[src/hdl/exu_settings.svh]
`ifndef EXU_SETTINGS_SVH
`define EXU_SETTINGS_SVH

// datapath widths
`define EXU_XLEN 32
`define EXU_REGW 5
`define EXU_CSRW 12

// machine-mode CSR numbers touched by ecall
`define EXU_CSR_MEPC   12'h341
`define EXU_CSR_MCAUSE 12'h342

// mcause code for an environment call from M mode
`define EXU_CAUSE_ECALL 11

`endif

[src/hdl/exu_pkg.sv]
`include "exu_settings.svh"

package exu_pkg;

  typedef logic [`EXU_XLEN-1:0] word_t;
  typedef logic [`EXU_REGW-1:0] reg_addr_t;
  typedef logic [`EXU_CSRW-1:0] csr_addr_t;
  typedef logic [2:0]           funct_t;

  // major opcodes match inst[6:2]
  typedef enum logic [4:0] {
    op_load   = 5'b00000,
    op_calri  = 5'b00100,
    op_auipc  = 5'b00101,
    op_store  = 5'b01000,
    op_calrr  = 5'b01100,
    op_lui    = 5'b01101,
    op_branch = 5'b11000,
    op_jalr   = 5'b11001,
    op_jal    = 5'b11011,
    op_sys    = 5'b11100
  } opcode_e;

  typedef enum logic [2:0] {
    alu_add  = 3'b000, // add or sub
    alu_sll  = 3'b001,
    alu_slt  = 3'b010,
    alu_sltu = 3'b011,
    alu_xor  = 3'b100,
    alu_srl  = 3'b101, // srl or sra
    alu_or   = 3'b110,
    alu_and  = 3'b111
  } alu_funct_e;

  typedef enum logic [2:0] {
    st_idle,
    st_load_req,
    st_load_wait,
    st_store_req,
    st_store_wait
  } exu_state_e;

  // one decoded instruction from the decoder
  typedef struct packed {
    word_t      pc;
    word_t      src1;
    word_t      src2;
    word_t      imm;
    word_t      csr_val;  // old value of the addressed CSR
    word_t      alu_a;
    word_t      alu_b;
    opcode_e    opcode;
    funct_t     funct;
    reg_addr_t  rd;
    alu_funct_e alu_funct;
    logic       alu_sub_sra;
  } exu_op_t;

  typedef struct packed {
    logic      en;
    reg_addr_t addr;
    word_t     data;
  } gpr_wr_t;

  typedef struct packed {
    logic      en;
    csr_addr_t addr;
    word_t     data;
  } csr_wr_t;

  typedef struct packed {
    word_t  addr;
    word_t  data;
    funct_t func; // access size and sign
  } mem_req_t;

endpackage

[src/hdl/exu_alu.sv]
`timescale 1ns/1ps
`include "exu_settings.svh"

module exu_alu (
  input  exu_pkg::word_t      alu_a,
  input  exu_pkg::word_t      alu_b,
  input  exu_pkg::alu_funct_e alu_funct,
  input  logic                alu_sub_sra,
  output exu_pkg::word_t      alu_val
);
  import exu_pkg::*;

  localparam int shw = $clog2(`EXU_XLEN);

  logic [shw-1:0] shamt;
  word_t          sum;
  word_t          sra_val;
  logic           lt_s;
  logic           lt_u;

  assign shamt = alu_b[shw-1:0];

  // sub folds into the adder via two's complement
  assign sum = alu_sub_sra ? (alu_a - alu_b) : (alu_a + alu_b);

  assign sra_val = word_t'($signed(alu_a) >>> shamt);

  assign lt_s = $signed(alu_a) < $signed(alu_b);
  assign lt_u = alu_a < alu_b;

  always_comb begin
    case (alu_funct)
      alu_add:  alu_val = sum;
      alu_sll:  alu_val = alu_a << shamt;
      alu_slt:  alu_val = word_t'(lt_s);   // flag in bit 0
      alu_sltu: alu_val = word_t'(lt_u);
      alu_xor:  alu_val = alu_a ^ alu_b;
      alu_srl:  alu_val = alu_sub_sra ? sra_val : (alu_a >> shamt);
      alu_or:   alu_val = alu_a | alu_b;
      alu_and:  alu_val = alu_a & alu_b;
      default:  alu_val = sum;
    endcase
  end

endmodule

[src/hdl/exu_branch.sv]
`timescale 1ns/1ps

module exu_branch (
  input  exu_pkg::exu_op_t op,
  input  exu_pkg::word_t   alu_val,
  output exu_pkg::word_t   npc
);
  import exu_pkg::*;

  // branch conditions in funct
  localparam funct_t br_beq  = 3'b000;
  localparam funct_t br_bne  = 3'b001;
  localparam funct_t br_blt  = 3'b100;
  localparam funct_t br_bge  = 3'b101;
  localparam funct_t br_bltu = 3'b110;
  localparam funct_t br_bgeu = 3'b111;

  logic  br_taken;  // only meaningful for op_branch
  logic  sys_jump;  // ecall or mret
  word_t base;
  word_t inc;
  word_t sum;

  always_comb begin
    case (op.funct)
      br_beq:          br_taken = ~|alu_val;  // alu did a-b
      br_bne:          br_taken = |alu_val;
      br_blt, br_bltu: br_taken = alu_val[0];
      br_bge, br_bgeu: br_taken = ~alu_val[0];
      default:         br_taken = 1'b0;
    endcase
  end

  assign sys_jump = (op.opcode == op_sys) && (op.funct == '0);

  always_comb begin
    if (op.opcode == op_jalr) base = op.src1;
    else if (sys_jump)        base = op.csr_val; // mtvec or mepc
    else                      base = op.pc;
  end

  always_comb begin
    case (op.opcode)
      op_jal, op_jalr: inc = op.imm;
      op_branch:       inc = br_taken ? op.imm : word_t'(4);
      op_sys:          inc = sys_jump ? '0 : word_t'(4);
      default:         inc = word_t'(4);
    endcase
  end

  assign sum = base + inc;
  assign npc = sum & ~word_t'(1);

endmodule

[src/hdl/exu_sys.sv]
`timescale 1ns/1ps
`include "exu_settings.svh"

module exu_sys (
  input  exu_pkg::exu_op_t op,
  input  exu_pkg::word_t   alu_val,
  output exu_pkg::gpr_wr_t gpr_next,
  output exu_pkg::csr_wr_t csr1_next,
  output exu_pkg::csr_wr_t csr2_next
);
  import exu_pkg::*;

  csr_addr_t csr_addr;
  logic      csr_op;  // csrrw/csrrs/csrrc and immediate forms
  logic      ecall;

  assign csr_addr = op.imm[`EXU_CSRW-1:0];
  assign csr_op   = (op.opcode == op_sys) && (op.funct != '0);
  // mret shares funct 0 but carries a nonzero imm
  assign ecall    = (op.opcode == op_sys) && (op.funct == '0) && (csr_addr == '0);

  always_comb begin
    gpr_next.addr = op.rd;
    gpr_next.data = alu_val; // for load/store this is the memory address
    case (op.opcode)
      op_lui, op_auipc, op_jal, op_jalr,
      op_calri, op_calrr: gpr_next.en = 1'b1;
      op_sys: begin
        gpr_next.en   = csr_op;
        gpr_next.data = op.csr_val; // old csr value to rd
      end
      default:            gpr_next.en = 1'b0;
    endcase
  end

  // port 1 writes the csr op target or mepc on ecall
  assign csr1_next.en   = csr_op | ecall;
  assign csr1_next.addr = csr_op ? csr_addr : csr_addr_t'(`EXU_CSR_MEPC);
  assign csr1_next.data = alu_val; // pc on ecall

  // port 2 only carries the trap cause
  assign csr2_next.en   = ecall;
  assign csr2_next.addr = csr_addr_t'(`EXU_CSR_MCAUSE);
  assign csr2_next.data = word_t'(`EXU_CAUSE_ECALL);

endmodule

[src/hdl/exu_ctrl.sv]
`timescale 1ns/1ps

module exu_ctrl (
  input  logic              clk,
  input  logic              rstn,
  input  exu_pkg::exu_op_t  op_in,
  input  logic              op_valid,
  output logic              op_ready,
  input  exu_pkg::gpr_wr_t  gpr_next,
  input  exu_pkg::csr_wr_t  csr1_next,
  input  exu_pkg::csr_wr_t  csr2_next,
  output exu_pkg::mem_req_t rreq,
  output logic              rreq_valid,
  input  logic              rreq_ready,
  input  exu_pkg::word_t    rdata,
  input  logic              rres_valid,
  output logic              rres_ready,
  output exu_pkg::mem_req_t wreq,
  output logic              wreq_valid,
  input  logic              wreq_ready,
  input  logic              wres_valid,
  output logic              wres_ready,
  output exu_pkg::gpr_wr_t  gpr_wr,
  output exu_pkg::csr_wr_t  csr_wr1,
  output exu_pkg::csr_wr_t  csr_wr2
);
  import exu_pkg::*;

  exu_state_e state;
  reg_addr_t  rd_q;     // load destination
  mem_req_t   mem_req;
  logic       op_hs;
  logic       rres_hs;
  logic       wres_hs;

  assign op_hs   = op_valid & op_ready;
  assign rres_hs = rres_valid & rres_ready;
  assign wres_hs = wres_valid & wres_ready;

  // gpr_next.data holds the alu sum of base and offset
  assign mem_req = '{addr: gpr_next.data, data: op_in.src2, func: op_in.funct};

  always_ff @(posedge clk) begin
    if (rstn) begin
      state      <= st_idle;
      op_ready   <= 1'b1;
      rreq_valid <= 1'b0;
      rres_ready <= 1'b0;
      wreq_valid <= 1'b0;
      wres_ready <= 1'b0;
      gpr_wr.en  <= 1'b0;
      csr_wr1.en <= 1'b0;
      csr_wr2.en <= 1'b0;
    end else begin
      // write enables are single-cycle pulses
      gpr_wr.en  <= 1'b0;
      csr_wr1.en <= 1'b0;
      csr_wr2.en <= 1'b0;
      case (state)
        st_idle: begin
          if (op_hs) begin
            gpr_wr  <= gpr_next; // en is low for load/store
            csr_wr1 <= csr1_next;
            csr_wr2 <= csr2_next;
            rd_q    <= op_in.rd;
            if (op_in.opcode == op_load) begin
              rreq       <= mem_req;
              rreq_valid <= 1'b1;
              rres_ready <= 1'b1;
              op_ready   <= 1'b0;
              state      <= st_load_req;
            end else if (op_in.opcode == op_store) begin
              wreq       <= mem_req;
              wreq_valid <= 1'b1;
              wres_ready <= 1'b1;
              op_ready   <= 1'b0;
              state      <= st_store_req;
            end
          end
        end
        st_load_req, st_load_wait: begin
          if (rreq_valid && rreq_ready) begin
            rreq_valid <= 1'b0;
            state      <= st_load_wait;
          end
          if (rres_hs) begin
            rres_ready  <= 1'b0;
            gpr_wr.en   <= 1'b1;
            gpr_wr.addr <= rd_q;
            gpr_wr.data <= rdata;
            op_ready    <= 1'b1;
            state       <= st_idle;
          end
        end
        st_store_req, st_store_wait: begin
          if (wreq_valid && wreq_ready) begin
            wreq_valid <= 1'b0;
            state      <= st_store_wait;
          end
          if (wres_hs) begin // nothing to write back
            wres_ready <= 1'b0;
            op_ready   <= 1'b1;
            state      <= st_idle;
          end
        end
        default: state <= st_idle;
      endcase
    end
  end

  // read request holds address and func until memory takes it
  assert property (@(posedge clk) disable iff (rstn)
    rreq_valid && !rreq_ready |=> rreq_valid && $stable(rreq));

  // decoder stays stalled for the whole memory op
  assert property (@(posedge clk) disable iff (rstn)
    state != st_idle |-> !op_ready);

  // back-to-back pulses only come from a newly accepted op
  assert property (@(posedge clk) disable iff (rstn)
    gpr_wr.en && !op_hs |=> !gpr_wr.en);

endmodule

[src/hdl/exu_top.sv]
`timescale 1ns/1ps

module exu_top (
  input  logic              clk,
  input  logic              rstn,
  input  exu_pkg::exu_op_t  op_in,
  input  logic              op_valid,
  output logic              op_ready,
  output exu_pkg::mem_req_t rreq,
  output logic              rreq_valid,
  input  logic              rreq_ready,
  input  exu_pkg::word_t    rdata,
  input  logic              rres_valid,
  output logic              rres_ready,
  output exu_pkg::mem_req_t wreq,
  output logic              wreq_valid,
  input  logic              wreq_ready,
  input  logic              wres_valid,
  output logic              wres_ready,
  output exu_pkg::word_t    npc,
  output exu_pkg::gpr_wr_t  gpr_wr,
  output exu_pkg::csr_wr_t  csr_wr1,
  output exu_pkg::csr_wr_t  csr_wr2
);
  import exu_pkg::*;

  word_t   alu_val;
  gpr_wr_t gpr_next;   // candidate writes registered in ctrl
  csr_wr_t csr1_next;
  csr_wr_t csr2_next;

  exu_alu exu_alu_i (
    .alu_a       (op_in.alu_a),
    .alu_b       (op_in.alu_b),
    .alu_funct   (op_in.alu_funct),
    .alu_sub_sra (op_in.alu_sub_sra),
    .alu_val     (alu_val)
  );

  exu_branch exu_branch_i (
    .op      (op_in),
    .alu_val (alu_val),
    .npc     (npc)
  );

  exu_sys exu_sys_i (
    .op        (op_in),
    .alu_val   (alu_val),
    .gpr_next  (gpr_next),
    .csr1_next (csr1_next),
    .csr2_next (csr2_next)
  );

  exu_ctrl exu_ctrl_i (
    .clk        (clk),
    .rstn       (rstn),
    .op_in      (op_in),
    .op_valid   (op_valid),
    .op_ready   (op_ready),
    .gpr_next   (gpr_next),
    .csr1_next  (csr1_next),
    .csr2_next  (csr2_next),
    .rreq       (rreq),
    .rreq_valid (rreq_valid),
    .rreq_ready (rreq_ready),
    .rdata      (rdata),
    .rres_valid (rres_valid),
    .rres_ready (rres_ready),
    .wreq       (wreq),
    .wreq_valid (wreq_valid),
    .wreq_ready (wreq_ready),
    .wres_valid (wres_valid),
    .wres_ready (wres_ready),
    .gpr_wr     (gpr_wr),
    .csr_wr1    (csr_wr1),
    .csr_wr2    (csr_wr2)
  );

endmodule

[config.mk]
export PLATFORM = sky130hd
export DESIGN_NAME = exu_top
export DESIGN_NICKNAME = d
export VERILOG_FILES = /design/src/hdl/exu_pkg.sv /design/src/hdl/exu_alu.sv /design/src/hdl/exu_branch.sv /design/src/hdl/exu_sys.sv /design/src/hdl/exu_ctrl.sv /design/src/hdl/exu_top.sv
export VERILOG_INCLUDE_DIRS = /design/src /design/src/hdl
export SDC_FILE = /design/constraint.sdc
export NUM_CORES = 1
export LEC_CHECK = 0
export BUFFER_PORTS_ARGS = -buffer_cell sky130_fd_sc_hd__buf_2
export CAP_MARGIN = 10
export CORE_MARGIN = 5
export CORE_UTILIZATION = 45
export DETAILED_ROUTE_END_ITERATION = 12
export MAX_ROUTING_LAYER = met4
export PLACE_DENSITY = 0.73
export SYNTH_ARGS = -nofsm -noshare
export SYNTH_HDL_FRONTEND = slang
export SYNTH_SLANG_ARGS = --single-unit
[constraint.sdc]
create_clock -name clk -period 29 [get_ports clk]
set_input_delay 7.25 -clock clk [delete_from_list [all_inputs] [get_ports clk]]
set_output_delay 7.25 -clock clk [all_outputs]
set_load 0.005 [all_outputs]
==> load_flow_metrics.sql <==
INSERT INTO impl_metrics (metric_group, metric, value, unit) VALUES
('setup_path', 'start_kind', 'input port', ''),
('placed_design', 'globalplace.congestion', '1.13', ''),
('clock_network', 'path_clk_slew', '0.06', 'ns'),
('yosys', 'syn_avg_cell_area', '9.07', 'um^2'),
('setup_path', 'crit_path_end_kind', 'output pin', ''),
('timing', 'worst_slew_margin_rel', '0.223', ''),
('job', 'cap_viol_max_count', '0', ''),
('die', 'rows', '78', ''),
('clock_network', 'clock_path_buffers', '3', ''),
('routing', 'detailed_route_iter0_violations', '3421', ''),
('global_routing', 'initial_antenna_violation_count', '14', ''),
('yosys', 'synth.lib_cells_used.distinct', '100', ''),
('die', 'initial_utilization', '0.455', ''),
('global_routing', 'grt_start_max_net_pins', '72', ''),
('pwr', 'cellLeakagePower', '10.7', 'nW'),
('die', 'num_io_pins', '579', ''),
('yosys', 'yosys_warnings', '0', ''),
('final_layout', 'number_of_non_filler_instances_in_the_completed_layout', '3347', ''),
('global_routing', 'grt_remaining_overflow', '0', ''),
('clock_network', 'postCtsSetupRepairBufs', '0', ''),
('clock_network', 'cts_tree', 'built', ''),
('final_layout', 'layout-area-overhead-vs-synth', '18.2', '%'),
('timing', 'setup_tns_final', '0', 'ns'),
('pwr', 'power_per_cell_area', '47.3', 'nW/um^2'),
('placed_design', 'dp_cells', '3293', ''),
('timing', 'slew_violations', '0', ''),
('routing', 'routed-via-count', '22000', ''),
('final_layout', 'layout-drive-gt1-share', '0.266', ''),
('yosys', 'synth_sequential_area_ratio', '0.331', ''),
('die', 'die_area', '50200', 'um^2'),
('final_layout', 'final_util', '0.537', ''),
('placed_design', 'placement.io_buffers', '533', ''),
('setup_path', 'cp.buffers_inverters', '4', ''),
('yosys', 'synth_enable_flop_cells', '220', ''),
('routing', 'detail_route.wirelength', '109', 'mm'),
('die', 'design.core.area', '45400', 'um^2'),
('final_layout', 'area.sequential', '6830', 'um^2'),
('yosys', 'synth_flop_cell', 'sky130_fd_sc_hd__edfxtp_1', ''),
('yosys', 'synth_seq_cells', '231', ''),
('timing', 'timing.final.setup_violations', '0', ''),
('setup_path', 'crit_path_max_incr_delay', '0.68', 'ns'),
('hold_path', 'min_path_type', 'flip-flop to flip-flop', ''),
('setup_path', 'cp_slowest_cell', 'sky130_fd_sc_hd__or4_1', ''),
('routing', 'wl_per_cell', '32.5', 'um'),
('setup_path', 'crit_required', '21.75', 'ns'),
('placed_design', 'pre_cts_slack', '5.22', 'ns'),
('die', 'die_width', '224', 'um'),
('routing', 'drt_drc_violations_left', '0', ''),
('pwr', 'peakVddDrop', '0.0000529', 'V'),
('setup_path', 'crit_path_max_fanout', '31', ''),
('timing', 'max_slew.worst_pin.slew', '1.16', 'ns'),
('placed_design', 'post-dp-hpwl', '87.1', 'mm'),
('clock_network', 'cts.repair.resized', '0', ''),
('routing', 'post_dr_vias_cell', '6.56', ''),
('timing', 'timing.clock.skew', '0.0158', 'ns'),
('setup_path', 'crit_type', 'input port to output pin', ''),
('clock_network', 'htree_num_levels', '1', ''),
('timing', 'period_share', '0.832', ''),
('routing', 'firstDrtPassIters', '9', ''),
('setup_path', 'crit_family', 'compound AO/OA/AOI/OAI gates', ''),
('setup_path', 'worst-endpoint-arrival', '16.87', 'ns'),
('yosys', 'asyncSetResetFlopFracSynth', '0', ''),
('global_routing', 'grt_first_pass_wirelength', '151', 'mm'),
('final_layout', 'fillers', '4207', ''),
('die', 'fp.dieH', '224', 'um'),
('yosys', 'netlist_instances', '2275', ''),
('timing', 'max_freq', '41.5', 'MHz'),
('clock_network', 'clk_latency', '0.56', 'ns'),
('global_routing', 'grt_pass1_vias', '20200', ''),
('yosys', 'synthesis.area', '20600', 'um^2'),
('pwr', 'sum_of_internal_switching_and_leakage_power', '0.00115', 'W'),
('clock_network', 'cts.hold.buffers_added', '0', ''),
('global_routing', 'gr-usage-all-layers', '0.421', ''),
('outcome', 'outcome', 'finished clean', ''),
('timing', 'timing_hold_violations_final', '0', ''),
('routing', 'antenna_left', '0', ''),
('timing', 'grt_setup_unrepaired', 'no', ''),
('setup_path', 'crit_path_frequent_cell', 'sky130_fd_sc_hd__o21ai_0', ''),
('clock_network', 'clock_sinks', '231', ''),
('clock_network', 'numCtsBuffers', '26', ''),
('timing', 'worst_slack', '4.88', 'ns'),
('timing', 'period_minus_slack', '24.12', 'ns'),
('clock_network', 'clock-root-buffer', 'sky130_fd_sc_hd__clkbuf_16', ''),
('final_layout', 'final_net_count', '3131', ''),
('final_layout', 'multi_input_logic_area', '12600', 'um^2');
[area by class of cell]
class	count	area share
diodes	7	0.000719
clock buffers	29	0.0272
clock inverters	18	0.00760
inverters	118	0.0182
multi-input cells	1782	0.517
flip-flops and latches	231	0.280
well taps	600	0.0308
repair buffers	562	0.118
[synth_stat cells, types with 16 or more instances]
cell type	n	share of area
sky130_fd_sc_hd__edfxtp_1	220	0.32
sky130_fd_sc_hd__nor2_1	199	0.036
sky130_fd_sc_hd__a21oi_1	195	0.047
sky130_fd_sc_hd__nand2_1	189	0.034
sky130_fd_sc_hd__ha_1	127	0.077
sky130_fd_sc_hd__o21ai_0	127	0.031
sky130_fd_sc_hd__inv_1	115	0.021
sky130_fd_sc_hd__mux2i_1	101	0.049
sky130_fd_sc_hd__clkbuf_1	88	0.016
sky130_fd_sc_hd__nor2b_1	56	0.017
sky130_fd_sc_hd__nand3_1	52	0.013
sky130_fd_sc_hd__mux2_2	48	0.026
sky130_fd_sc_hd__buf_4	47	0.017
sky130_fd_sc_hd__nor3_1	43	0.010
sky130_fd_sc_hd__xnor2_1	43	0.018
sky130_fd_sc_hd__a22o_1	39	0.017
sky130_fd_sc_hd__a21o_1	36	0.013
sky130_fd_sc_hd__mux4_2	36	0.039
sky130_fd_sc_hd__a211oi_1	28	0.010
sky130_fd_sc_hd__buf_2	28	0.0068
sky130_fd_sc_hd__o211ai_1	27	0.0098
sky130_fd_sc_hd__a31oi_1	23	0.0070
sky130_fd_sc_hd__nand2b_1	20	0.0061
sky130_fd_sc_hd__nand4_1	20	0.0061
sky130_fd_sc_hd__buf_1	19	0.0035
sky130_fd_sc_hd__or3_1	19	0.0058
sky130_fd_sc_hd__o22ai_1	18	0.0055
sky130_fd_sc_hd__o21bai_1	17	0.0062
sky130_fd_sc_hd__o21a_1	16	0.0058
[layer usage]
| metal | track usage | share of wire | vias to the layer above |
|---|---|---|---|
| li1 | - | - | 9291 |
| met1 | 0.585 | 0.40 | 10700 |
| met2 | 0.605 | 0.43 | 1715 |
| met3 | 0.0968 | 0.13 | 271 |
| met4 | 0.146 | 0.045 | 0 |
| met5 | - | 0 | - |
[power breakdown]
group | internal [W] | switching (W) | leakage, nW
clock network | 0.000186 | 0.000145 | 0.411
logic | 0.000134 | 0.000274 | 8.20
registers | 0.000400 | 0.0000127 | 2.10
[worst min-delay path: cells and delay by family (launching register included)]
kind,cells,cell delay [ns]
DFF,1,0.32
and+or+nand+nor,1,0.06
AOI/OAI and AO/OA,1,0.05
[placed cells by master, fill, tap and decap left out, types with 43 or more instances in the layout]
master / netlist / final
sky130_fd_sc_hd__a21oi_1: 195 / 195
sky130_fd_sc_hd__buf_2: 28 / 532
sky130_fd_sc_hd__conb_1: 2 / 45
sky130_fd_sc_hd__edfxtp_1: 220 / 220
sky130_fd_sc_hd__ha_1: 127 / 127
sky130_fd_sc_hd__inv_1: 115 / 115
sky130_fd_sc_hd__mux2_2: 48 / 48
sky130_fd_sc_hd__mux2i_1: 101 / 101
sky130_fd_sc_hd__nand2_1: 189 / 189
sky130_fd_sc_hd__nand3_1: 52 / 51
sky130_fd_sc_hd__nor2_1: 199 / 196
sky130_fd_sc_hd__nor2b_1: 56 / 56
sky130_fd_sc_hd__o21ai_0: 127 / 127
sky130_fd_sc_hd__xnor2_1: 43 / 43
[cell families (layout without fill, tap and decap cells)]
family | Yosys count | after routing | share of synthesized area
AOI/OAI and AO/OA | 676 | 676 | 0.218
xor gates and xnor gates | 54 | 54 | 0.0229
adders and majority gates | 130 | 130 | 0.0799
buffers and inverters | 305 | 727 | 0.0682
DFF | 231 | 231 | 0.331
muxes | 192 | 192 | 0.121
other | 2 | 52 | 0.000364
and+or+nand+nor | 685 | 685 | 0.158
[sequential cells by signal, indices dropped and copies added, names as in the netlist]
signal / count
exu_ctrl_i.rres_ready: 1
exu_ctrl_i.csr_wr2: 1
exu_ctrl_i.rd_q: 5
exu_ctrl_i.rreq_valid: 1
exu_ctrl_i.op_ready: 1
exu_ctrl_i.wres_ready: 1
exu_ctrl_i.wreq_valid: 1
exu_ctrl_i.wreq: 67
exu_ctrl_i.csr_wr1: 45
exu_ctrl_i.state: 3
exu_ctrl_i.gpr_wr: 38
exu_ctrl_i.rreq: 67
[worst paths after layout]
path / slack [ns] / endpoint / from / depth (start not counted)
setup / recovery: 4.88 / npc[30] / op_in[21] / 37
hold / removal: 0.48 / exu_ctrl_i.wreq_valid / exu_ctrl_i.wreq_valid / 2
setup reg to reg: 25.60 / exu_ctrl_i.rreq[65] / exu_ctrl_i.state[2] / 4
hold reg to reg: 0.48 / exu_ctrl_i.wreq_valid / exu_ctrl_i.wreq_valid / 2
[metrics by stage]
stage / instance area, um^2 / hold slack (ns)
finish: 24400 / 0.480
global route: 24400 / 0.503
CTS: 24400 / 0.479
detailed placement: 23500 / 0.469
global placement: 23500 / 0.467
floorplan: 20800 / 0.466
Note: power is estimated with default switching activity, not from simulation.
